## config.mk

```make
export PLATFORM = sky130hd
export DESIGN_NAME = pixel_write_queue
export DESIGN_NICKNAME = d
export VERILOG_FILES = /design/src/hub75_pkg.sv /design/src/pixel_write_queue.sv
export SDC_FILE = /design/constraint.sdc
export NUM_CORES = 1
export LEC_CHECK = 0
export ABC_AREA = 1
export BUFFER_PORTS_ARGS = -buffer_cell sky130_fd_sc_hd__buf_2
export CORE_MARGIN = 2
export CORE_UTILIZATION = 59
export CTS_BUF_LIST = sky130_fd_sc_hd__clkbuf_2
export CTS_CLUSTER_DIAMETER = 60
export DETAILED_ROUTE_END_ITERATION = 10
export PLACE_DENSITY = 0.78
export SLEW_MARGIN = 20
export SYNTH_ARGS = -nofsm -noshare
export SYNTH_HDL_FRONTEND = slang
export SYNTH_SLANG_ARGS = --single-unit
```

## constraint.sdc

```tcl
create_clock -name clk_in -period 2 [get_ports clk_in]
set_clock_uncertainty 0.1 [all_clocks]
set_input_delay 0.2 -clock clk_in [delete_from_list [all_inputs] [get_ports clk_in]]
set_output_delay 0.2 -clock clk_in [all_outputs]
set_load 0.02 [all_outputs]
```

## src/hub75_pkg.sv

```systemverilog
// ####################
// hub75 package
// panel geometry, width helpers and shared types
// ####################
package hub75_pkg;

    // single 64x32 panel, scanned as two 16-row halves
    localparam int unsigned PIXEL_WIDTH = 64;
    localparam int unsigned PIXEL_HEIGHT = 32;
    localparam int unsigned PIXEL_HALFHEIGHT = PIXEL_HEIGHT / 2;
    localparam int unsigned COLOR_BITS = 3;

    // cycles from fetch start until the pixel data is usable
    localparam int unsigned FETCH_CYCLES = 3;

    typedef logic [$clog2(PIXEL_WIDTH)-1:0] col_addr_t;
    typedef logic [$clog2(PIXEL_HALFHEIGHT)-1:0] row_addr_t;

    typedef struct packed {
        logic red;
        logic green;
        logic blue;
    } pixel_rgb_t;

    // host write, y covers the full panel height
    typedef struct packed {
        col_addr_t x;
        logic [$clog2(PIXEL_HEIGHT)-1:0] y;
        pixel_rgb_t color;
    } pixel_write_t;

    typedef enum logic [2:0] {
        SCAN_FETCH,
        SCAN_SHIFT,
        SCAN_BLANK,
        SCAN_LATCH,
        SCAN_DISPLAY
    } scan_state_t;

    // ram address is row bits above column bits
    function automatic int unsigned num_address_b_bits(input int unsigned width,
                                                       input int unsigned halfheight);
        return $clog2(halfheight) + $clog2(width);
    endfunction

    // one word carries a pixel of every scanned half
    function automatic int unsigned num_data_b_bits(input int unsigned height,
                                                    input int unsigned color_bits,
                                                    input int unsigned halfheight);
        return (height / halfheight) * color_bits;
    endfunction

    function automatic int unsigned num_bits_per_subpanel(input int unsigned height,
                                                          input int unsigned color_bits,
                                                          input int unsigned halfheight);
        return num_data_b_bits(height, color_bits, halfheight) / (height / halfheight);
    endfunction

endpackage

```

## src/pixel_write_queue.sv

```systemverilog
// ####################
// pixel write queue
// credit-based fifo draining host writes into the ram
// ####################
`timescale 1ns/1ps

module pixel_write_queue
    import hub75_pkg::*;
#(
    parameter int unsigned QUEUE_DEPTH = 4,
    parameter int unsigned PIXEL_WIDTH = hub75_pkg::PIXEL_WIDTH,
    parameter int unsigned PIXEL_HALFHEIGHT = hub75_pkg::PIXEL_HALFHEIGHT,
    localparam int unsigned ADDR_BITS = num_address_b_bits(PIXEL_WIDTH, PIXEL_HALFHEIGHT),
    localparam int unsigned PTR_BITS = (QUEUE_DEPTH > 1) ? $clog2(QUEUE_DEPTH) : 1,
    localparam int unsigned COUNT_BITS = $clog2(QUEUE_DEPTH + 1),
    localparam int unsigned ROW_BITS = $clog2(PIXEL_HALFHEIGHT)
) (
    input  logic reset,
    input  logic clk_in,
    input  logic wr_valid,
    input  pixel_write_t wr_pixel,
    output logic credit_return,
    output logic ram_wr_en,
    output logic [ADDR_BITS-1:0] ram_wr_address,
    output logic ram_wr_half,
    output pixel_rgb_t ram_wr_rgb
);

    pixel_write_t slots [QUEUE_DEPTH];
    pixel_write_t head;
    logic [PTR_BITS-1:0] wr_ptr;
    logic [PTR_BITS-1:0] rd_ptr;
    logic [COUNT_BITS-1:0] count;
    logic pop;

    // pointers wrap at the depth, which need not be a power of two
    function automatic logic [PTR_BITS-1:0] next_ptr(input logic [PTR_BITS-1:0] ptr);
        return (ptr == PTR_BITS'(QUEUE_DEPTH - 1)) ? '0 : ptr + 1'b1;
    endfunction

    // host only writes while it holds a credit, so no full check
    always_ff @(posedge clk_in) begin
        if (wr_valid) begin
            slots[wr_ptr] <= wr_pixel;
        end
    end

    always_ff @(posedge clk_in) begin
        if (reset) begin
            wr_ptr <= '0;
            rd_ptr <= '0;
            count <= '0;
        end else begin
            if (wr_valid) begin
                wr_ptr <= next_ptr(wr_ptr);
            end
            if (pop) begin
                rd_ptr <= next_ptr(rd_ptr);
            end
            case ({wr_valid, pop})
                2'b10: count <= count + 1'b1;
                2'b01: count <= count - 1'b1;
                default: count <= count;
            endcase
        end
    end

    // drain one entry per cycle
    assign pop = (count != '0);
    assign head = slots[rd_ptr];

    // credit goes back with the ram write
    assign credit_return = pop;
    assign ram_wr_en = pop;

    // y msb picks the half, low bits give the scan row
    assign ram_wr_half = head.y[ROW_BITS];
    assign ram_wr_address = {head.y[ROW_BITS-1:0], head.x};
    assign ram_wr_rgb = head.color;

endmodule

```

==> results of run 1 <==
worst max-delay path, delay by kind of cell, from the launching register on:
kind | cells | cell delay, ns
flops | 1 | 0.45
buf+inv | 2 | 0.39
compound gates | 2 | 0.29
Yosys cell counts:
library cell / n
edfxtp_1: 56
nor2_1: 35
o21ai_0: 27
inv_1: 16
o22ai_1: 14
dfxtp_1: 9
nand2_1: 8
ha_1: 6
o21ai_1: 6
a21oi_1: 4
buf_4: 4
buf_6: 2
inv_2: 2
nand3_1: 2
buf_12: 1
clkbuf_2: 1
fa_1: 1
nand4_1: 1
nor3_1: 1
metal layers:
metal	up-vias	share of wire	global-route usage
met2	43	0.53	0.335
met4	0	0.012	0.0919
met1	775	0.41	0.232
met3	6	0.047	0.0610
li1	818	-	-
met5	-	0	0
area by class of cell:
cell class              instances  area, um^2  area share
well taps                      50        62.6      0.0204
clock buffers                  11        55.1      0.0179
repair buffers                 56         393       0.128
flip-flops and latches         65        1870       0.608
multi-input cells             105         551       0.179
clock inverters                 4        68.8      0.0224
inverters                      18        75.1      0.0244
worst min-delay path by stage:
stage          depth (start not counted)  startpoint         to  slack, ns
6_report                               3       reset  wr_ptr[0]       0.37
5_1_grt                                3       reset  wr_ptr[0]       0.33
4_1_cts                                3       reset  wr_ptr[0]       0.33
3_5_place_dp                           2       reset  wr_ptr[0]       0.28
3_3_place_gp                           2       reset  wr_ptr[0]       0.28
2_1_floorplan                          1       reset  wr_ptr[0]       0.17
sequential cells by signal, indices dropped and copies added (netlist names), named ones only:
signal,count
count,3
rd_ptr,2
slots,56
wr_ptr,2
through the flow:
| step | hold slack (ns) | area (um^2) | instances | util |
|---|---|---|---|---|
| floorplan | 0.172 | 2560 | 196 | - |
| global placement | 0.275 | 2780 | 278 | 0.679 |
| detailed placement | 0.280 | 2780 | 278 | 0.679 |
| CTS | 0.327 | 3060 | 309 | 0.750 |
| global route | 0.333 | 3070 | 309 | 0.752 |
| finish | 0.374 | 3070 | 309 | 0.752 |
kinds of logic after synthesis:
logic type	Yosys count
DFF	65
AOI/OAI and AO/OA	51
and+or+nand+nor	47
buffers and inverters	26
adders and majority gates	7
placed cells by master (no fill, tap or decap), types with 8 or more instances in the layout:
cell            n
clkbuf_2       11
buf_2          32
nand2_1         8
o22ai_1        14
inv_1          16
o21ai_0        26
dlygate4sd3_1  16
nor2_1         35
edfxtp_1       56
timing repair:
item,4_1_cts,5_1_grt
resized for setup,2,5
endpoints found under the hold margin,65,0
endpoints found under the setup margin,14,6
hold buffers,16,0
report_power, final:
group          switching [uW]  internal (uW)  total, uW  leakage, uW
clock network             410            414        823    0.0000794
registers                91.8           1590       1680     0.000590
logic                     880            457       1340     0.000544
total                    1380           2460       3840      0.00121
==> flow_summary.toml, run 1 <==
[status]
status = "complete, no violations"

[yosys]
synth_warnings = 0
syn_area_um2 = 2560
synth_compound_area_frac = 0.107
synth_top_area_cell = "edfxtp_1"
synth_cell_types = 19
synth_simple_gate_area_frac = 0.0714
synth_mux_area_frac = 0
ys_seq_area_frac = 0.728
synth_fp_nets = 220
synthAdderAreaFrac = 0.0372
synth_top_family_by_area = "compound AO/OA/AOI/OAI gates"
avgSynthCellArea_um2 = 13.0
yosys_register_bits = 65
yosysTopAreaCellShare = 0.658
synth_xor_area_frac = 0
syn_inst = 196
synthTopCellsByArea = "edfxtp_1 (66%), dfxtp_1 (7.0%), o21ai_0 (5.3%), nor2_1 (5.1%), o22ai_1 (3.4%)"

[sta]
fin_crit_sh = 0.926
finalCriticalPeriod_ns = 1.85
slew_headroom = 0.788
tightest_slew_ns = 0.317
setup_violations = 0
hold_viol_final = 0
layout_setup_ws_ns = 0.148
rsz0062_at_grt = "no"
setup_tns_ns = 0
drv_slew = 0
max_freq_mhz = 540

[grt]
grt_overflow = 0
grt_first_pass_wirelength_um = 7180
grt_antenna_before_repair = 0
grt_pass1_vias = 1606
grt.total_usage = 0.199
grt_max_degree = 29

[clock_network]
cts_sinks = 65
postCtsSetupRepairBufs = 0
clkTransAtPathRegs_ns = 0.15
clockRootBuffer = "clkbuf_2"
clock_path_buffers = 2
clock_latency_ns = 0.43
htreeDepth = 3
cts_tree = "built"
cts_made_buffers = 9

[routing]
drt_first_pass_iters = 4
viasPerCell = 5.31
vias = 1642
drt_iter0_drc = 201
drcViolationCount = 0
routedWlPerCell_um = 14.9
antenna_left = 0
drt_wl_total_um = 4610

[critical_path]
ff2ff_path_depth = 10
cp_slowest_cell = "dfxtp_4"
ff2ff_setup_slack_ns = 0.22
cp-endpoint = "ram_wr_address[7]"
crit_chain = "buf_4 > o21ai_0 > o22ai_1 > buf_2"
rr_endpoint = "count[2]"
path_class = "flip-flop to primary output"
critPathCaptureType = "primary output"
r2r-start = "count[0]"
start_kind = "flip-flop"
cp.arrival_ns = 1.55
crit_fanout = 12
required_ns = 1.70
cpPeakStageDelay_ns = 0.45

[layout]
n_antenna_cell = 0
nets = 279
drive_gt1_frac = 0.224
fill_cells = 259
area_growth_pct = 20.1

[place]
gp_congestion = 0.700
port_buffers = 32
dp_hpwl_um = 2790
pre_cts_ws_ns = 0.262

[hold_path]
hp-class = "input port to flip-flop"

[power_and_ir_drop]
power_uw = 3840
ir_drop_uv = 910
power_per_cell_area_nw_per_um2 = 1250
power_leakage_uw = 0.00121

[job]
maxCapViolCount = 0

[floorplan]
dieArea_um2 = 4880
fp.dieH_um = 69.8
placeableCoreArea_um2 = 4090
io_pins = 33
row_count = 23
dieWidth_um = 69.8
initial_core_util = 0.626
No activity file was read; power rests on OpenSTA's default activity.
==> run 2, diff against run 1 <==
--- a/config.mk
+++ b/config.mk
@@ -12,7 +12,7 @@
 export CTS_BUF_LIST = sky130_fd_sc_hd__clkbuf_2
 export CTS_CLUSTER_DIAMETER = 60
 export DETAILED_ROUTE_END_ITERATION = 10
-export PLACE_DENSITY = 0.78
+export PLACE_DENSITY = 0.81
 export SLEW_MARGIN = 20
 export SYNTH_ARGS = -nofsm -noshare
 export SYNTH_HDL_FRONTEND = slang
==> run 2 against run 1 <==
Effect of this change: critical path depth did not move; final cell count did not move; setup slack got worse by 0.032 ns; clock power fell by 26%.
==> flow_summary.toml, run 2 (synthesized netlist as in run 1, its figures left out) <==
[status]
status = "complete, no violations"

[layout]
final_common_cell = "edfxtp_1"
drive_gt1_frac = 0.228
regArea_um2 = 1860
nets = 278
n_antenna_cell = 0
final_area_um2 = 3000
multi_input_area_um2 = 551
fill_cells = 273
layout_common_cells = "edfxtp_1 (56), nor2_1 (35), buf_2 (32)"
top_regs = "slots: 56 flops, count: 3 flops"
area_growth_pct = 17.3
largest_register = "slots"
largest_reg_flops = 56
final_core_util = 0.734

[routing]
drt_iter0_drc = 135
antenna_left = 0
drt_wl_total_um = 4850
viasPerCell = 5.44
drcViolationCount = 0
routedWlPerCell_um = 15.7
drt_first_pass_iters = 4
vias = 1680

[sta]
rsz0062_at_grt = "no"
finalCriticalPeriod_ns = 1.88
layout_setup_ws_ns = 0.116
hold_viol_final = 0
drv_slew = 0
max_freq_mhz = 531
setup_tns_ns = 0
setup_violations = 0
tightest_slew_ns = 0.250
fin_crit_sh = 0.942
slew_headroom = 0.831

[critical_path]
path_class = "flip-flop to primary output"
start_kind = "flip-flop"
crit_fanout = 14
required_ns = 1.70
cp.arrival_ns = 1.58
crit_chain = "inv_2 > o21ai_0 > o22ai_1 > buf_2"
cpPeakStageDelay_ns = 0.41
critPathCaptureType = "primary output"
cp_slowest_cell = "dfxtp_2"

[floorplan]
fp.dieH_um = 69.8
row_count = 23
initial_core_util = 0.626
dieWidth_um = 69.8
dieArea_um2 = 4880
placeableCoreArea_um2 = 4090
io_pins = 33

[grt]
grt_pass1_vias = 1734
grt_antenna_before_repair = 0
grt_overflow = 0
grt.total_usage = 0.214
grt_first_pass_wirelength_um = 7810
grt_max_degree = 29

[clock_network]
clock_latency_ns = 0.43
cts_tree = "built"
clock_path_buffers = 2
clkTransAtPathRegs_ns = 0.14
clockRootBuffer = "clkbuf_2"
cts_sinks = 65
htreeDepth = 3
cts_made_buffers = 9

[place]
port_buffers = 32
place_area_um2 = 2760
gp_congestion = 0.692
pre_cts_ws_ns = 0.205
dp_hpwl_um = 2860

[power_and_ir_drop]
power_per_cell_area_nw_per_um2 = 1200
power_uw = 3590
ir_drop_uv = 868
power_leakage_uw = 0.00119

[job]
maxCapViolCount = 0

[hold_path]
hp-class = "input port to flip-flop"
-- run 2: cell count changes in the layout (fill, tap and decap cells not counted) --
cell,previous run,this run
buf_12,1,0
clkinv_1,1,0
clkbuf_2,11,15
inv_2,0,1
dfxtp_4,1,0
o21ai_0,26,27
inv_6,1,0
dfxtp_2,1,2
bufinv_16,2,0
o21ai_1,7,6
-- run 2: power breakdown --
part / switching, uW / internal (uW)
registers: 74.8 / 1590
logic: 883 / 441
clock network: 410 / 195
total: 1370 / 2220
-- run 2: worst max-delay path, delay by kind of cell (launching register included) --
family / cells / cell delay (ns)
buf+inv: 2 / 0.42
compound gates: 2 / 0.32
flops: 1 / 0.41
-- run 2: per-layer routing --
layer / wire, um / part of all wire / track usage
met3: 247 / 0.051 / 0.0654
met2: 2570 / 0.53 / 0.363
met4: 125 / 0.026 / 0.135
met1: 1900 / 0.39 / 0.233
met5: 0 / 0 / 0
-- run 2: path summary, 6_finish.rpt --
| check | slack (ns) | cells past startpoint | from | end |
|---|---|---|---|---|
| max reg2reg | 0.20 | 11 | count[0] | count[2] |
| max | 0.12 | 4 | flip-flop | ram_wr_address[8] |
| min | 0.37 | 3 | reset | wr_ptr[0] |
| min reg2reg | 0.45 | 3 | count[2] | count[2] |
-- run 2: what timing repair did --
action | 4_1_cts | 5_1_grt
hold buffers | 16 | 0
cloned | 0 | 0
setup endpoints to repair | 6 | 4
resized for setup | 2 | 1
endpoints found under the hold margin | 66 | 0
pin swaps | 0 | 0
buffers inserted | 0 | 0
-- run 2: through the flow --
stage | hold slack, ns | instances
after detailed placement | 0.281 | 277
final | 0.367 | 309
after floorplan | 0.172 | 196
after global placement | 0.277 | 277
after CTS | 0.318 | 309
after global routing | 0.340 | 309
-- run 2: final cells by class --
cell class	instances	area share
timing repair buffer	55	0.124
multi-input combinational	105	0.183
clock buffer	15	0.0250
clock inverter	1	0.00167
tap	50	0.0209
sequential	65	0.621
inverter	18	0.0234
