[config.mk]
export PLATFORM = sky130hd
export DESIGN_NAME = framebuffer_fetch
export DESIGN_NICKNAME = d
export VERILOG_FILES = /design/src/hub75_pkg.sv /design/src/timeout.sv /design/src/framebuffer_fetch.sv
export SDC_FILE = /design/constraint.sdc
export NUM_CORES = 1
export LEC_CHECK = 0
export ABC_AREA = 1
export BUFFER_PORTS_ARGS = -buffer_cell sky130_fd_sc_hd__clkbuf_2
export CAP_MARGIN = 5
export CORE_AREA = 2 2 39 41
export CTS_CLUSTER_SIZE = 20
export DETAILED_ROUTE_END_ITERATION = 7
export DIE_AREA = 0 0 41 43
export MAX_ROUTING_LAYER = met4
export PLACE_DENSITY = 0.65
export SYNTH_ARGS = -nofsm -noshare
export SYNTH_HDL_FRONTEND = slang
export SYNTH_SLANG_ARGS = --single-unit
[constraint.sdc]
create_clock -name clk_in -period 1.33 [get_ports clk_in]
set_input_delay 0.0665 -clock clk_in [delete_from_list [all_inputs] [get_ports clk_in]]
set_output_delay 0.0665 -clock clk_in [all_outputs]
set_load 0.05 [all_outputs]
[src/hub75_pkg.sv]
// ####################
// hub75 package
// panel geometry, width helpers and shared types
// ####################
package hub75_pkg;

    // single 64x32 panel, scanned as two 16-row halves
    localparam int unsigned PIXEL_WIDTH = 64;
    localparam int unsigned PIXEL_HEIGHT = 32;
    localparam int unsigned PIXEL_HALFHEIGHT = PIXEL_HEIGHT / 2;
    localparam int unsigned COLOR_BITS = 3;

    // cycles from fetch start until the pixel data is usable
    localparam int unsigned FETCH_CYCLES = 3;

    typedef logic [$clog2(PIXEL_WIDTH)-1:0] col_addr_t;
    typedef logic [$clog2(PIXEL_HALFHEIGHT)-1:0] row_addr_t;

    typedef struct packed {
        logic red;
        logic green;
        logic blue;
    } pixel_rgb_t;

    // host write, y covers the full panel height
    typedef struct packed {
        col_addr_t x;
        logic [$clog2(PIXEL_HEIGHT)-1:0] y;
        pixel_rgb_t color;
    } pixel_write_t;

    typedef enum logic [2:0] {
        SCAN_FETCH,
        SCAN_SHIFT,
        SCAN_BLANK,
        SCAN_LATCH,
        SCAN_DISPLAY
    } scan_state_t;

    // ram address is row bits above column bits
    function automatic int unsigned num_address_b_bits(input int unsigned width,
                                                       input int unsigned halfheight);
        return $clog2(halfheight) + $clog2(width);
    endfunction

    // one word carries a pixel of every scanned half
    function automatic int unsigned num_data_b_bits(input int unsigned height,
                                                    input int unsigned color_bits,
                                                    input int unsigned halfheight);
        return (height / halfheight) * color_bits;
    endfunction

    function automatic int unsigned num_bits_per_subpanel(input int unsigned height,
                                                          input int unsigned color_bits,
                                                          input int unsigned halfheight);
        return num_data_b_bits(height, color_bits, halfheight) / (height / halfheight);
    endfunction

endpackage

[src/timeout.sv]
// ####################
// timeout counter
// loadable down-counter, running while nonzero
// ####################
`timescale 1ns/1ps

module timeout #(
    parameter int unsigned COUNTER_WIDTH = 2,
    parameter int unsigned LOAD_VALUE = 3
) (
    input  logic reset,
    input  logic clk_in,
    input  logic start,
    output logic [COUNTER_WIDTH-1:0] counter,
    output logic running
);

    always_ff @(posedge clk_in) begin
        if (reset) begin
            counter <= '0;
        end else if (start) begin
            // a new start restarts the count
            counter <= COUNTER_WIDTH'(LOAD_VALUE);
        end else if (counter != '0) begin
            counter <= counter - 1'b1;
        end
    end

    assign running = (counter != '0);

endmodule

[src/framebuffer_fetch.sv]
// ####################
// framebuffer fetch
// reads one ram word and splits it into top and bottom pixels
// ####################
`timescale 1ns/1ps

module framebuffer_fetch
    import hub75_pkg::*;
#(
    parameter int unsigned PIXEL_WIDTH = hub75_pkg::PIXEL_WIDTH,
    parameter int unsigned PIXEL_HEIGHT = hub75_pkg::PIXEL_HEIGHT,
    parameter int unsigned PIXEL_HALFHEIGHT = hub75_pkg::PIXEL_HALFHEIGHT,
    parameter int unsigned COLOR_BITS = hub75_pkg::COLOR_BITS,
    localparam int unsigned ADDR_BITS = num_address_b_bits(PIXEL_WIDTH, PIXEL_HALFHEIGHT),
    localparam int unsigned DATA_BITS = num_data_b_bits(PIXEL_HEIGHT, COLOR_BITS,
                                                        PIXEL_HALFHEIGHT),
    localparam int unsigned COUNT_BITS = $clog2(FETCH_CYCLES + 1)
) (
    input  logic reset,
    input  logic clk_in,
    input  col_addr_t column_address,
    input  row_addr_t row_address,
    input  logic pixel_load_start,
    input  logic [DATA_BITS-1:0] ram_data_in,
    output logic [ADDR_BITS-1:0] ram_address,
    output logic ram_clk_enable,
    output pixel_rgb_t pixeldata_top,
    output pixel_rgb_t pixeldata_bottom
);

    logic [COUNT_BITS-1:0] load_counter;

    // row above column, same layout as the write side
    assign ram_address = {row_address, column_address};

    // ram read port is clocked only while the load is in flight
    timeout #(
        .COUNTER_WIDTH(COUNT_BITS),
        .LOAD_VALUE   (FETCH_CYCLES)
    ) u_timeout (
        .reset  (reset),
        .clk_in (clk_in),
        .start  (pixel_load_start),
        .counter(load_counter),
        .running(ram_clk_enable)
    );

    // registered ram word is valid one count after the load
    always_ff @(posedge clk_in) begin
        if (reset) begin
            pixeldata_top <= '0;
            pixeldata_bottom <= '0;
        end else if (load_counter == COUNT_BITS'(FETCH_CYCLES - 1)) begin
            {pixeldata_bottom, pixeldata_top} <= ram_data_in;
        end
    end

endmodule

==> flow_metrics.env, run 1 <==
export IMPL_status="complete, no violations"
export IMPL_numCtsBuffers=3
export IMPL_synthesis_nets=76
export IMPL_clkLatencyLatePin_ps=250
export IMPL_nNetsFinal=86
export IMPL_cts_setup_buffers=0
export IMPL_hold_viol=0
export IMPL_netlist_instances=55
export IMPL_fmax_ghz=0.802
export IMPL_clockBufferDepth=2
export IMPL_tns_ps=0
export IMPL_grt_use_total_pct=9.59
export IMPL_vias=335
export IMPL_cts_root_buf="clkbuf_4"
export IMPL_max_slew_margin_rel_pct=81.6
export IMPL_fill_cells=154
export IMPL_swShare_pct=34.5
export IMPL_hold_end="pixeldata_bottom[0]"
export IMPL_num_antenna_cells=0
export IMPL_rows=14
export IMPL_wl_per_cell_um=9.11
export IMPL_worstReg2RegEnd="pixeldata_bottom[0]"
export IMPL_place_congestion=0.667
export IMPL_cap_violations=0
export IMPL_cts_tree="built"
export IMPL_dp_hpwl_um=576
export IMPL_syn_cell_area_um2=402
export IMPL_period_share_pct=93.7
export IMPL_detail_route_antenna_nets=0
export IMPL_drt_iter0_drc=0
export IMPL_area_delta_synth_final_pct=11.2
export IMPL_tightest_slew_ps=278
export IMPL_crit_arrival_ps=1180
export IMPL_grt_pass1_vias=306
export IMPL_start_util_pct=29.0
export IMPL_p_leak_nw=0.259
export IMPL_seqPwrFrac_pct=43.6
export IMPL_internal_power_w=0.000417
export IMPL_io_pins=36
export IMPL_regToRegSetupSlack_ps=260
export IMPL_final_common_cell="clkbuf_2"
export IMPL_hp_class="input port to register"
export IMPL_hold_path_cell_count=3
export IMPL_drt_vias_per_instance=4.24
export IMPL_setup_slack_ps=83.4
export IMPL_first_pass_iters=1
export IMPL_seq_area_frac_synth_pct=39.9
export IMPL_dp_slack_ps=258
export IMPL_clock_sinks=8
export IMPL_clock_skew_ps=2.05
export IMPL_rsz0062_at_grt="no"
export IMPL_combPwrFrac_pct=28.4
export IMPL_numPortBuffers=15
export IMPL_hold_start="ram_data_in[3]"
export IMPL_ys_warn_count=0
export IMPL_startpoint="u_timeout.counter[0]"
export IMPL_chipHeight_um=43
export IMPL_crit_path_end_kind="output pin"
export IMPL_vdd_drop_max_v=0.000773
export IMPL_clk_pin_slew_ps=50
export IMPL_most_common_layout_cells="clkbuf_2 (14), nor2_1 (12), inv_1 (8), dfxtp_1 (8)"
export IMPL_fin_crit_ps=1250
export IMPL_r2r_start="u_timeout.counter[0]"
export IMPL_cp_required_ps=1260
export IMPL_htree_levels=1
export IMPL_finalSetupViolations=0
export IMPL_ys_ff_latch=8
export IMPL_yosysUniqueCellTypes=9
export IMPL_cp_max_fo=3
export IMPL_grt_first_pass_wirelength_um=1090
export IMPL_worstRegToRegCells=4
export IMPL_grt_max_degree=9
export IMPL_coreArea_um2=1380
export IMPL_synth_area_per_cell_um2=7.30
export IMPL_grt_overflow=0
export IMPL_drive_gt1_share_pct=30.2
export IMPL_drc=0
export IMPL_antenna_found_initial=0
export IMPL_crit_path_start_kind="register"
export IMPL_netSwitchingPower_w=0.000220
export IMPL_drv_slew=0
export IMPL_cellPowerDensity_nw_per_um2=1430
export IMPL_die_area_um2=1760
export IMPL_crit_type="register to output pin"
export IMPL_drt_wl_total_um=720
export IMPL_dieWidth_um=41
export IMPL_pwr_share_clk_pct=28.1
[Yosys cell counts]
| cell type | count | area, um^2 |
|---|---|---|
| inv_2 | 1 | 3.75 |
| nand2_1 | 6 | 22.5 |
| dfxtp_1 | 8 | 160 |
| ha_1 | 2 | 25.0 |
| nor2_1 | 12 | 45.0 |
| o21ai_0 | 6 | 30.0 |
| nand3_1 | 2 | 10.0 |
| buf_4 | 10 | 75.1 |
| inv_1 | 8 | 30.0 |
[sequential cells by signal (all words and copies together), names as in the netlist]
| register | cells |
|---|---|
| pixeldata_bottom | 3 |
| pixeldata_top | 3 |
| u_timeout.counter | 2 |
[critical path: stages (launching register included)]
cell	delay (ps)
dfxtp_1	330
inv_1	70
ha_1	230
inv_1	90
buf_4	200
[what timing repair did]
action	4_1_cts	5_1_grt
setup endpoints to repair	1	1
gates resized for setup	1	1
hold buffers	0	0
[final cells by class]
cell class	instances	area [um^2]	area share, %
tap	16	20.0	4.48
inverter	9	33.8	7.56
multi-input combinational	28	133	29.7
clock buffer	3	22.5	5.04
timing repair buffer	15	77.6	17.4
sequential	8	160	35.9
[power groups by stage]
stage	combinational [W]	sequential [W]	clock, W
4_1_cts	0.000182	0.000278	0.000189
5_1_grt	0.000195	0.000281	0.000200
2_1_floorplan	0.000152	0.000343	0
6_report	0.000181	0.000277	0.000179
3_3_place_gp	0.000177	0.000282	0
3_5_place_dp	0.000179	0.000283	0
[stage by stage]
stage	power, W	cells	util [%]	instance area [um^2]	hold WS (ps)
after detailed placement	0.000462	76	30.5	422	133
after CTS	0.000649	79	32.3	447	31.4
after floorplan	0.000495	55	-	402	201
after global placement	0.000459	76	30.5	422	133
after global routing	0.000675	79	32.3	447	55.5
final	0.000637	79	32.3	447	40.2
[worst max path at each step]
stage                                 to
CTS                       ram_clk_enable
floorplan           u_timeout.counter[0]
global placement          ram_clk_enable
finish                    ram_clk_enable
detailed placement        ram_clk_enable
global route              ram_clk_enable
[per-layer routing]
metal	wire, um	up-vias	track usage (%)
met3	77	5	2.62
met2	293	19	11.6
met4	30	0	10.7
met5	0	-	-
li1	-	171	-
met1	319	140	11.3
[cells by family after synthesis]
group	share of synthesized area (%)
AO/OA/AOI/OAI	7.48
AND/OR/NAND/NOR	19.3
buffers and inverters	27.1
flip-flops	39.9
adder cells (fa/ha/maj)	6.23
(Power assumes the default switching activity.)
==> run 2: changes to the inputs <==
--- a/config.mk
+++ b/config.mk
@@ -9,11 +9,13 @@
 export BUFFER_PORTS_ARGS = -buffer_cell sky130_fd_sc_hd__clkbuf_2
 export CAP_MARGIN = 5
 export CORE_AREA = 2 2 39 41
+export CTS_CLUSTER_DIAMETER = 80
 export CTS_CLUSTER_SIZE = 20
 export DETAILED_ROUTE_END_ITERATION = 7
 export DIE_AREA = 0 0 41 43
+export GPL_TIMING_DRIVEN = 0
 export MAX_ROUTING_LAYER = met4
-export PLACE_DENSITY = 0.65
+export PLACE_DENSITY = 0.67
 export SYNTH_ARGS = -nofsm -noshare
 export SYNTH_HDL_FRONTEND = slang
 export SYNTH_SLANG_ARGS = --single-unit
==> flow_metrics.env, run 2 (synthesis gave the netlist of run 1 again) <==
export IMPL_status="complete, no violations"
export IMPL_rows=14
export IMPL_most_common_layout_cells="clkbuf_2 (24), nor2_1 (12), buf_4 (11)"
export IMPL_crit_type="register to output pin"
export IMPL_reg_top3="pixeldata_bottom x3, pixeldata_top x3, u_timeout.counter x2"
export IMPL_grt_first_pass_wirelength_um=1140
export IMPL_max_slew_margin_rel_pct=81.5
export IMPL_p_leak_nw=0.348
export IMPL_antenna_found_initial=0
export IMPL_numCtsBuffers=3
export IMPL_grt_use_total_pct=10.1
export IMPL_dp_cells=96
export IMPL_regToRegSetupSlack_ps=260
export IMPL_cellPowerDensity_nw_per_um2=1290
export IMPL_clock_sinks=8
export IMPL_numPortBuffers=25
export IMPL_cap_violations=0
export IMPL_cts_setup_buffers=0
export IMPL_grt_max_degree=9
export IMPL_vdd_drop_max_v=0.000503
export IMPL_fin_crit_ps=1240
export IMPL_holdBufCountCts=0
export IMPL_htree_levels=1
export IMPL_drc=0
export IMPL_fmax_ghz=0.805
export IMPL_num_antenna_cells=0
export IMPL_dieWidth_um=41
export IMPL_hold_path_cell_count=3
export IMPL_tightest_slew_ps=279
export IMPL_cts_tree="built"
export IMPL_cp_required_ps=1260
export IMPL_vias=394
export IMPL_rsz0062_at_grt="no"
export IMPL_grt_pass1_vias=289
export IMPL_clk_pin_slew_ps=60
export IMPL_final_common_cell="clkbuf_2"
export IMPL_startpoint="u_timeout.counter[0]"
export IMPL_tns_ps=0
export IMPL_drt_wl_total_um=827
export IMPL_crit_path_start_kind="register"
export IMPL_detail_route_antenna_nets=0
export IMPL_post_route_util_pct=41.3
export IMPL_clkLatencyLatePin_ps=250
export IMPL_hold_viol=0
export IMPL_worstRegToRegCells=5
export IMPL_io_pins=36
export IMPL_hold_start="ram_data_in[1]"
export IMPL_crit_arrival_ps=1180
export IMPL_finalSetupViolations=0
export IMPL_nNetsFinal=106
export IMPL_holdWs_ps=34.7
export IMPL_cts_root_buf="clkbuf_4"
export IMPL_first_pass_iters=4
export IMPL_period_share_pct=93.4
export IMPL_drv_slew=0
export IMPL_clock_skew_ps=2.76
export IMPL_area_delta_synth_final_pct=42.4
export IMPL_die_area_um2=1760
export IMPL_drt_vias_per_instance=3.98
export IMPL_chipHeight_um=43
export IMPL_clockBufferDepth=2
export IMPL_cp_max_fo=3
export IMPL_r2r_start="u_timeout.counter[0]"
export IMPL_drive_gt1_share_pct=47.0
export IMPL_dp_hpwl_um=673
export IMPL_hp_class="input port to register"
export IMPL_start_util_pct=29.0
export IMPL_drt_iter0_drc=14
export IMPL_place_congestion=0.627
export IMPL_wl_per_cell_um=8.35
export IMPL_crit_path_end_kind="output pin"
export IMPL_coreArea_um2=1380
export IMPL_final_cells=99
export IMPL_grt_overflow=0
run 2: cell types whose count changed in the layout (fill, tap and decap cells not counted), sizes merged:
cell,delta
buf,+10
clkbuf,+10
run 2: path summary, 6_finish.rpt:
path | endpoint
min | pixeldata_top[1]
max reg2reg | pixeldata_top[0]
max | ram_clk_enable
min reg2reg | pixeldata_bottom[0]
run 2: where the power goes:
group / switching (W) / internal, W
Combinational: 0.000196 / 0.0000774
Sequential: 0.0000118 / 0.000264
Clock: 0.0000849 / 0.000103
Total: 0.000293 / 0.000445
run 2: worst max-delay path, stage by stage (launching register included):
cell and delay, ps:
dfxtp_1 320, inv_1 70, ha_1 230, inv_1 100, buf_4 200
run 2: cell type report:
class                   count  area (um^2)
clock buffers               3         22.5
repair buffers             25          128
multi-input cells          28          133
well taps                  16         20.0
plain buffers              10         75.1
flip-flops and latches      8          160
inverters                   9         33.8
fillers                   152          812
run 2: metrics by stage:
step	setup slack [ps]	power, W	area [um^2]
after detailed placement	265	0.000555	547
after floorplan	109	0.000495	402
after global placement	294	0.000551	547
final	88.3	0.000738	572
after CTS	5.11	0.000749	569
after global routing	1.35	0.000785	572
run 2: routing by layer:
layer | vias up | track usage (%) | part of all wire [%]
li1 | 211 | - | -
met1 | 167 | 11.3 | 42
met2 | 16 | 14.1 | 48
met3 | 0 | 4.71 | 9.4
met4 | 0 | 6.00 | 0
met5 | - | - | 0
run 2: what timing repair did:
action | in CTS | in global routing
gates resized for setup | 0 | 3
endpoints found under the hold margin | 0 | 0
setup endpoints to repair | 0 | 1
