--- src/hub75_pkg.sv ---
// ####################
// hub75 package
// panel geometry, width helpers and shared types
// ####################
package hub75_pkg;

    // single 64x32 panel, scanned as two 16-row halves
    localparam int unsigned PIXEL_WIDTH = 64;
    localparam int unsigned PIXEL_HEIGHT = 32;
    localparam int unsigned PIXEL_HALFHEIGHT = PIXEL_HEIGHT / 2;
    localparam int unsigned COLOR_BITS = 3;

    // cycles from fetch start until the pixel data is usable
    localparam int unsigned FETCH_CYCLES = 3;

    typedef logic [$clog2(PIXEL_WIDTH)-1:0] col_addr_t;
    typedef logic [$clog2(PIXEL_HALFHEIGHT)-1:0] row_addr_t;

    typedef struct packed {
        logic red;
        logic green;
        logic blue;
    } pixel_rgb_t;

    // host write, y covers the full panel height
    typedef struct packed {
        col_addr_t x;
        logic [$clog2(PIXEL_HEIGHT)-1:0] y;
        pixel_rgb_t color;
    } pixel_write_t;

    typedef enum logic [2:0] {
        SCAN_FETCH,
        SCAN_SHIFT,
        SCAN_BLANK,
        SCAN_LATCH,
        SCAN_DISPLAY
    } scan_state_t;

    // ram address is row bits above column bits
    function automatic int unsigned num_address_b_bits(input int unsigned width,
                                                       input int unsigned halfheight);
        return $clog2(halfheight) + $clog2(width);
    endfunction

    // one word carries a pixel of every scanned half
    function automatic int unsigned num_data_b_bits(input int unsigned height,
                                                    input int unsigned color_bits,
                                                    input int unsigned halfheight);
        return (height / halfheight) * color_bits;
    endfunction

    function automatic int unsigned num_bits_per_subpanel(input int unsigned height,
                                                          input int unsigned color_bits,
                                                          input int unsigned halfheight);
        return num_data_b_bits(height, color_bits, halfheight) / (height / halfheight);
    endfunction

endpackage

--- src/scan_controller.sv ---
// ####################
// scan controller
// sequences fetch, shift, blank, latch and display per row
// ####################
`timescale 1ns/1ps

module scan_controller
    import hub75_pkg::*;
#(
    parameter int unsigned DISPLAY_CYCLES = 64,
    parameter int unsigned PIXEL_WIDTH = hub75_pkg::PIXEL_WIDTH,
    localparam int unsigned CYCLE_BITS = (DISPLAY_CYCLES > FETCH_CYCLES) ?
                                         $clog2(DISPLAY_CYCLES) : $clog2(FETCH_CYCLES)
) (
    input  logic reset,
    input  logic clk_in,
    input  pixel_rgb_t pixeldata_top,
    input  pixel_rgb_t pixeldata_bottom,
    output col_addr_t column_address,
    output row_addr_t row_address,
    output logic pixel_load_start,
    output logic panel_clk,
    output pixel_rgb_t rgb_top,
    output pixel_rgb_t rgb_bottom,
    output logic latch,
    output logic oe_n,
    output row_addr_t row_out
);

    scan_state_t state;
    logic [CYCLE_BITS-1:0] cycle_cnt;
    logic last_column;
    logic fetch_done;
    logic display_done;

    assign last_column = (column_address == col_addr_t'(PIXEL_WIDTH - 1));
    assign fetch_done = (cycle_cnt == CYCLE_BITS'(FETCH_CYCLES - 1));
    assign display_done = (cycle_cnt == CYCLE_BITS'(DISPLAY_CYCLES - 1));

    // column_address and row_address are the scan counters themselves
    always_ff @(posedge clk_in) begin
        if (reset) begin
            state <= SCAN_FETCH;
            cycle_cnt <= '0;
            column_address <= '0;
            row_address <= '0;
            // first latch then shows row 0
            row_out <= '1;
        end else begin
            case (state)
                SCAN_FETCH: begin
                    if (fetch_done) begin
                        cycle_cnt <= '0;
                        state <= SCAN_SHIFT;
                    end else begin
                        cycle_cnt <= cycle_cnt + 1'b1;
                    end
                end
                SCAN_SHIFT: begin
                    if (last_column) begin
                        column_address <= '0;
                        state <= SCAN_BLANK;
                    end else begin
                        column_address <= column_address + 1'b1;
                        state <= SCAN_FETCH;
                    end
                end
                SCAN_BLANK: begin
                    // row drivers switch while the panel is dark
                    row_out <= row_address;
                    state <= SCAN_LATCH;
                end
                SCAN_LATCH: begin
                    row_address <= row_address + 1'b1;
                    cycle_cnt <= '0;
                    state <= SCAN_DISPLAY;
                end
                SCAN_DISPLAY: begin
                    if (display_done) begin
                        cycle_cnt <= '0;
                        state <= SCAN_FETCH;
                    end else begin
                        cycle_cnt <= cycle_cnt + 1'b1;
                    end
                end
                default: begin
                    cycle_cnt <= '0;
                    state <= SCAN_FETCH;
                end
            endcase
        end
    end

    // one pulse on entry to each fetch
    assign pixel_load_start = (state == SCAN_FETCH) && (cycle_cnt == '0);

    assign panel_clk = (state == SCAN_SHIFT);
    assign latch = (state == SCAN_LATCH);
    assign oe_n = (state != SCAN_DISPLAY);

    // fetch output only changes at the end of the next fetch,
    // so it already holds through shift and beyond
    assign rgb_top = pixeldata_top;
    assign rgb_bottom = pixeldata_bottom;

endmodule

--- config.mk ---
export PLATFORM = sky130hd
export DESIGN_NAME = scan_controller
export DESIGN_NICKNAME = d
export VERILOG_FILES = /design/src/hub75_pkg.sv /design/src/scan_controller.sv
export SDC_FILE = /design/constraint.sdc
export NUM_CORES = 1
export LEC_CHECK = 0
export ABC_AREA = 0
export BUFFER_PORTS_ARGS = -buffer_cell sky130_fd_sc_hd__buf_4
export CAP_MARGIN = 5
export CORE_MARGIN = 3
export CORE_UTILIZATION = 40
export CTS_CLUSTER_SIZE = 25
export DETAILED_ROUTE_END_ITERATION = 6
export PLACE_DENSITY = 0.61
export SYNTH_ARGS = -nofsm -noshare
export SYNTH_HDL_FRONTEND = slang
export SYNTH_SLANG_ARGS = --single-unit
--- constraint.sdc ---
create_clock -name clk_in -period 2.3 [get_ports clk_in]
set_input_delay 0.23 -clock clk_in [delete_from_list [all_inputs] [get_ports clk_in]]
set_output_delay 0.23 -clock clk_in [all_outputs]
set_load 0.03 [all_outputs]
==> results of run 1 <==
-- sequential cells by signal, indices dropped and copies added (netlist names) --
| signal | flops |
|---|---|
| state | 3 |
| row_out | 4 |
| row_address | 4 |
| column_address | 6 |
| cycle_cnt | 6 |
-- stage by stage --
step	instances	power (mW)	hold WS (ps)	setup slack, ps
6_report	173	0.919	248	463
5_1_grt	173	0.990	251	321
4_1_cts	173	0.931	241	440
3_5_place_dp	169	0.745	460	725
3_3_place_gp	169	0.739	460	759
2_1_floorplan	130	0.693	445	498
-- worst reg2reg max path: cells and delay by family, from the launching register on --
| family | cells | cell delay (ps) |
|---|---|---|
| AND/OR/NAND/NOR | 3 | 880 |
| flip-flops | 1 | 520 |
| AO/OA/AOI/OAI | 1 | 150 |
-- cell families (layout without fill, tap and decap cells) --
family,Yosys count,after routing
simple gates,53,53
compound gates,25,25
flops,23,23
buf+inv,15,28
xor+xnor,8,8
fa+ha+maj,5,5
mux,1,1
-- worst min path at each step --
| stage | start | slack, ps | cells past startpoint | to |
|---|---|---|---|---|
| after floorplan | reset | 440 | 3 | cycle_cnt[5] |
| after global placement | pixeldata_bottom[0] | 460 | 0 | rgb_bottom[0] |
| after detailed placement | pixeldata_bottom[0] | 460 | 0 | rgb_bottom[0] |
| after CTS | reset | 240 | 2 | column_address[1] |
| after global routing | reset | 250 | 2 | row_address[1] |
| final | reset | 250 | 2 | column_address[0] |
-- layout by cell type (no fill, tap or decap), drive strengths merged, types with 3 or more instances in the layout --
cell type,synthesis,final
dfxtp,23,23
buf,10,20
nand2,14,14
nor2,10,10
a21oi,8,8
o21ai,8,8
nand3,6,6
a211o,5,5
xor2,5,5
ha,5,5
inv,4,4
nor2b,4,4
or3,3,3
nand2b,3,3
xnor2,3,3
clkbuf,1,3
-- layer usage --
layer  wire, um  vias to the layer above  track usage (%)
li1           -                      474                -
met1       1100                      427             18.2
met2       1020                       12             21.7
met3         89                        2             1.96
met4         18                        0             5.50
met5          0                        -                0
-- power by group through the flow --
stage | clock network, mW | logic, mW | registers (mW)
after floorplan | 0 | 0.214 | 0.479
after global placement | 0 | 0.254 | 0.486
after detailed placement | 0 | 0.258 | 0.487
after CTS | 0.194 | 0.259 | 0.479
after global routing | 0.210 | 0.292 | 0.488
final | 0.186 | 0.254 | 0.478
-- layout make-up --
type,count,area (um^2)
fill,261,1310
clock inverter,1,5.00
clock buffer,3,22.5
sequential,23,460
inverter,4,15.0
timing repair buffer,20,150
multi-input combinational,92,594
tap,30,37.5
==> impl_metrics.yaml, run 1 <==
logic_synthesis:
  async_flop_share_pct: 0
  synth-simple-area-share_pct: 26.1
  synth_common_cells: "dfxtp_1 (23), nand2_1 (14), nor2_1 (9)"
  yosys.cell_count.top_type: "dfxtp_1"
  synth_edf_count: 0
  synth.avg_cell_area_um2: 8.79
  synthTopCellsByArea: "dfxtp_1 (40%), ha_1 (5.5%), buf_4 (5.3%)"
  synth_nets: 143
  synth_top_area_share_pct: 40.3
  syn-cell-area_mm2: 0.00114
  synth_top_family_by_area: "simple AND/OR/NAND/NOR gates"
  ys_seq_area_share_pct: 40.3
  synth_area_leader_cell: "dfxtp_1"
  synthXorXnorAreaFrac_pct: 6.13
  ys_warn_count: 0
  synth_compound_area_share_pct: 13.5
  ys_ff_latch: 23
  synth_fa_ha_area_share_pct: 5.48
  synthesis.instances: 130
  ys.flop_type: "dfxtp_1"
  synth.distinct_cells: 35
  synthMuxAreaShare_pct: 0.876
critical_path:
  worstPathArrival_ps: 1610
  r2r_cells: 4
  worstPathRequired_ps: 2070
  path_cells: "or4_1 -> nor3_1 -> buf_4"
  crit_fanout: 7
  end_kind: "output port"
  crit_type: "flip-flop to output port"
  path_buf_inv: 1
  start_kind: "flip-flop"
  r2r-start: "state[0]"
  critical_path_depth: 3
  worstSetupEndpoint: "pixel_load_start"
  critPathLaunch: "cycle_cnt[2]"
  crit_slowest_cell: "or4_1"
  rrSetupSlack_ps: 710
  slowest_delay_ps: 550
  r2r_end: "column_address[3]"
  cpLargestDelayFamily: "simple AND/OR/NAND/NOR gates"
clock_network:
  post_cts_resized: 0
  clk_pin_slew_worst_paths_ps: 130
  postCtsHoldBufs: 0
  clock-root-buffer: "clkbuf_4"
  postCtsSetupRepairBufs: 0
  cts_tree: "done"
  clock-sinks: 23
  htree_levels: 1
  clkLatencyLatePin_ps: 310
  cts_buffers: 3
  cts_buffer_depth: 2
floorplan:
  die-height_um: 59.4
  fp.coreArea_mm2: 0.00259
  rows: 18
  ios: 32
  fp.dieW_um: 59.4
  die_area_mm2: 0.00353
  start_util_pct: 44.1
run_status:
  status: "completed"
place:
  place.port_buffers: 19
  dp.final_hpwl_mm: 1.56
  place_congestion: 0.813
  postPlaceCellArea_mm2: 0.00126
route:
  drt_iter0_drc: 22
  drt-pass1-iter-count: 4
  drc: 0
  num_vias: 915
  detail_route.wl_per_cell_um: 12.8
  via_per_inst: 5.29
  finalWirelength_mm: 2.22
  ant_nets: 0
cells_and_area:
  finish.utilization_pct: 49.6
  drive_gt1_share_pct: 18.9
  n_antenna_cell: 0
  finish.instance_area_mm2: 0.00128
  final_nets: 157
  area_growth_pct: 12.5
power_and_ir_drop:
  vdd_drop_max_uv: 354
  pwr-share-clk_pct: 20.3
  powerDensity_mw_per_mm2: 715
  leakage_nw: 0.500
  swShare_pct: 34.5
  internal-power_mw: 0.602
  combPwrFrac_pct: 27.7
  p_seq_share_pct: 52.0
  p_sw_mw: 0.316
sta:
  fin_skew_ps: 9.27
  max_freq_ghz: 0.544
  relSlewSlack_pct: 61.6
  finalMaxSlewViolations: 0
  tightest_slew_ps: 571
  rsz0062_at_grt: "false"
  finalHoldViolations: 0
  min_period_ps: 1840
  fin_crit_sh_pct: 79.9
  setup_viol: 0
  fin_tns_setup_ps: 0
global_route:
  grt_antenna_before_repair: 0
  grt_pass1_wl_mm: 3.81
  grt_overflow: 0
  grt_pass1_vias: 875
  grt_max_degree: 23
  track_usage_pct: 13.6
run:
  drv_cap: 0
worst_hold_path:
  hold_class: "primary input to flip-flop"
(Power assumes the default switching activity.)
==> run 2, diff against run 1 <==
==> constraint.sdc (replaced) <==
create_clock -name clk_in -period 1.93 [get_ports clk_in]
set_input_delay 0.193 -clock clk_in [delete_from_list [all_inputs] [get_ports clk_in]]
set_output_delay 0.193 -clock clk_in [all_outputs]
set_load 0.03 [all_outputs]
==> run 2 against run 1 <==
Against the previous run: wire length rose by 0.59%; critical path depth unchanged; total power grew 20%; utilization increased by 0.29 points; cell area grew 0.58%; register-to-register slack got worse by 360 ps; global-route usage hardly changed; critical path type unchanged; largest cell class unchanged.
==> impl_metrics.yaml, run 2 (synthesis gave the netlist of run 1 again) <==
route:
  via_per_inst: 5.34
  ant_nets: 0
  drt_iter0_drc: 29
  detail_route.wl_per_cell_um: 12.8
  finalWirelength_mm: 2.23
  drt-pass1-iter-count: 4
  num_vias: 929
  drc: 0
critical_path:
  crit_type: "flip-flop to output port"
  end_kind: "output port"
  worstPathRequired_ps: 1740
  worstPathArrival_ps: 1680
  cpLargestDelayFamily: "simple AND/OR/NAND/NOR gates"
  path_buf_inv: 1
  crit_fanout: 7
  slowest_delay_ps: 550
  start_kind: "flip-flop"
  crit_slowest_cell: "or4_1"
  path_cells: "or4_1 -> nor3_1 -> buf_4"
clock_network:
  clkLatencyLatePin_ps: 310
  postCtsHoldBufs: 0
  clock-sinks: 23
  htree_levels: 1
  post_cts_resized: 0
  postCtsSetupRepairBufs: 0
  cts_buffer_depth: 2
  clock-root-buffer: "clkbuf_4"
  cts_buffers: 3
  clk_pin_slew_worst_paths_ps: 130
  cts_tree: "done"
cells_and_area:
  ff_latch_area_um2: 460
  layout_commonest_cell: "dfxtp_1"
  top_regs: "column_address: 6 flops, cycle_cnt: 6 flops"
  n_antenna_cell: 0
  multi_input_area_um2: 594
  final_nets: 158
  area_growth_pct: 13.1
  mostFrequentLayoutCells: "dfxtp_1 (23), buf_4 (21), nand2_1 (14)"
  fillers: 261
  drive_gt1_share_pct: 19.4
  finalNonFillerCells: 174
sta:
  tightest_slew_ps: 578
  finalHoldViolations: 0
  max_freq_ghz: 0.534
  fin_tns_setup_ps: 0
  finalMaxSlewViolations: 0
  setup_ws_ps: 57.2
  rsz0062_at_grt: "false"
  relSlewSlack_pct: 61.2
  fin_skew_ps: 2.29
  fin_crit_sh_pct: 97.0
  setup_viol: 0
  min_period_ps: 1870
global_route:
  track_usage_pct: 13.6
  grt_pass1_wl_mm: 3.77
  grt_max_degree: 23
  grt_antenna_before_repair: 0
  grt_overflow: 0
  grt_pass1_vias: 867
power_and_ir_drop:
  internal-power_mw: 0.718
  combPwrFrac_pct: 27.9
  pwr-share-clk_pct: 20.3
  p_sw_mw: 0.384
  swShare_pct: 34.8
  leakage_nw: 0.506
  powerDensity_mw_per_mm2: 853
  p_seq_share_pct: 51.8
  vdd_drop_max_uv: 587
floorplan:
  fp.dieW_um: 59.4
  rows: 18
  fp.coreArea_mm2: 0.00259
  die_area_mm2: 0.00353
  ios: 32
  die-height_um: 59.4
  start_util_pct: 44.1
place:
  pre_cts_ws_ps: 381
  place_congestion: 0.868
  place.port_buffers: 19
  placed_cells: 170
  dp.final_hpwl_mm: 1.60
worst_hold_path:
  hold_class: "primary input to flip-flop"
run_status:
  status: "completed"
run:
  drv_cap: 0
-- run 2: cell count changes in the layout (fill, tap and decap cells not counted), sizes merged --
cell | before | now
buf | 20 | 21
-- run 2: stage by stage --
step	util, %	power [mW]	hold WS (ps)	area (um^2)
2_1_floorplan	-	0.825	408	1140
3_3_place_gp	48.8	0.885	386	1260
3_5_place_dp	48.8	0.887	386	1260
4_1_cts	49.9	1.12	199	1290
5_1_grt	49.9	1.17	202	1290
6_report	49.9	1.10	211	1290
-- run 2: final cells by class --
| cell class | count | area share [%] |
|---|---|---|
| Clock buffer | 3 | 1.74 |
| Tap cell | 30 | 2.90 |
| Multi-Input combinational cell | 92 | 46.0 |
| Inverter | 4 | 1.16 |
| Sequential cell | 23 | 35.6 |
| Timing Repair Buffer | 21 | 12.2 |
| Clock inverter | 1 | 0.387 |
-- run 2: path summary, 6_finish.rpt --
| path | from | to | slack, ps | depth (start not counted) |
|---|---|---|---|---|
| max reg2reg | state[0] | column_address[3] | 350 | 4 |
| max | cycle_cnt[2] | pixel_load_start | 60 | 3 |
| min | reset | state[1] | 210 | 2 |
| min reg2reg | column_address[5] | column_address[5] | 520 | 2 |
-- run 2: power by group through the flow --
stage                     clock network, mW  logic [mW]  registers (mW)
after floorplan                           0       0.255           0.570
after global placement                    0       0.306           0.579
after detailed placement                  0       0.307           0.579
after CTS                             0.238       0.309           0.570
after global routing                  0.255       0.333           0.580
final                                 0.224       0.307           0.571
-- run 2: routing by layer --
layer  global-route usage (%)  share of wire (%)
met1                     18.4                 49
met2                     21.1                 45
met3                     2.61                4.3
met4                     5.50                1.1
met5                        0                  0
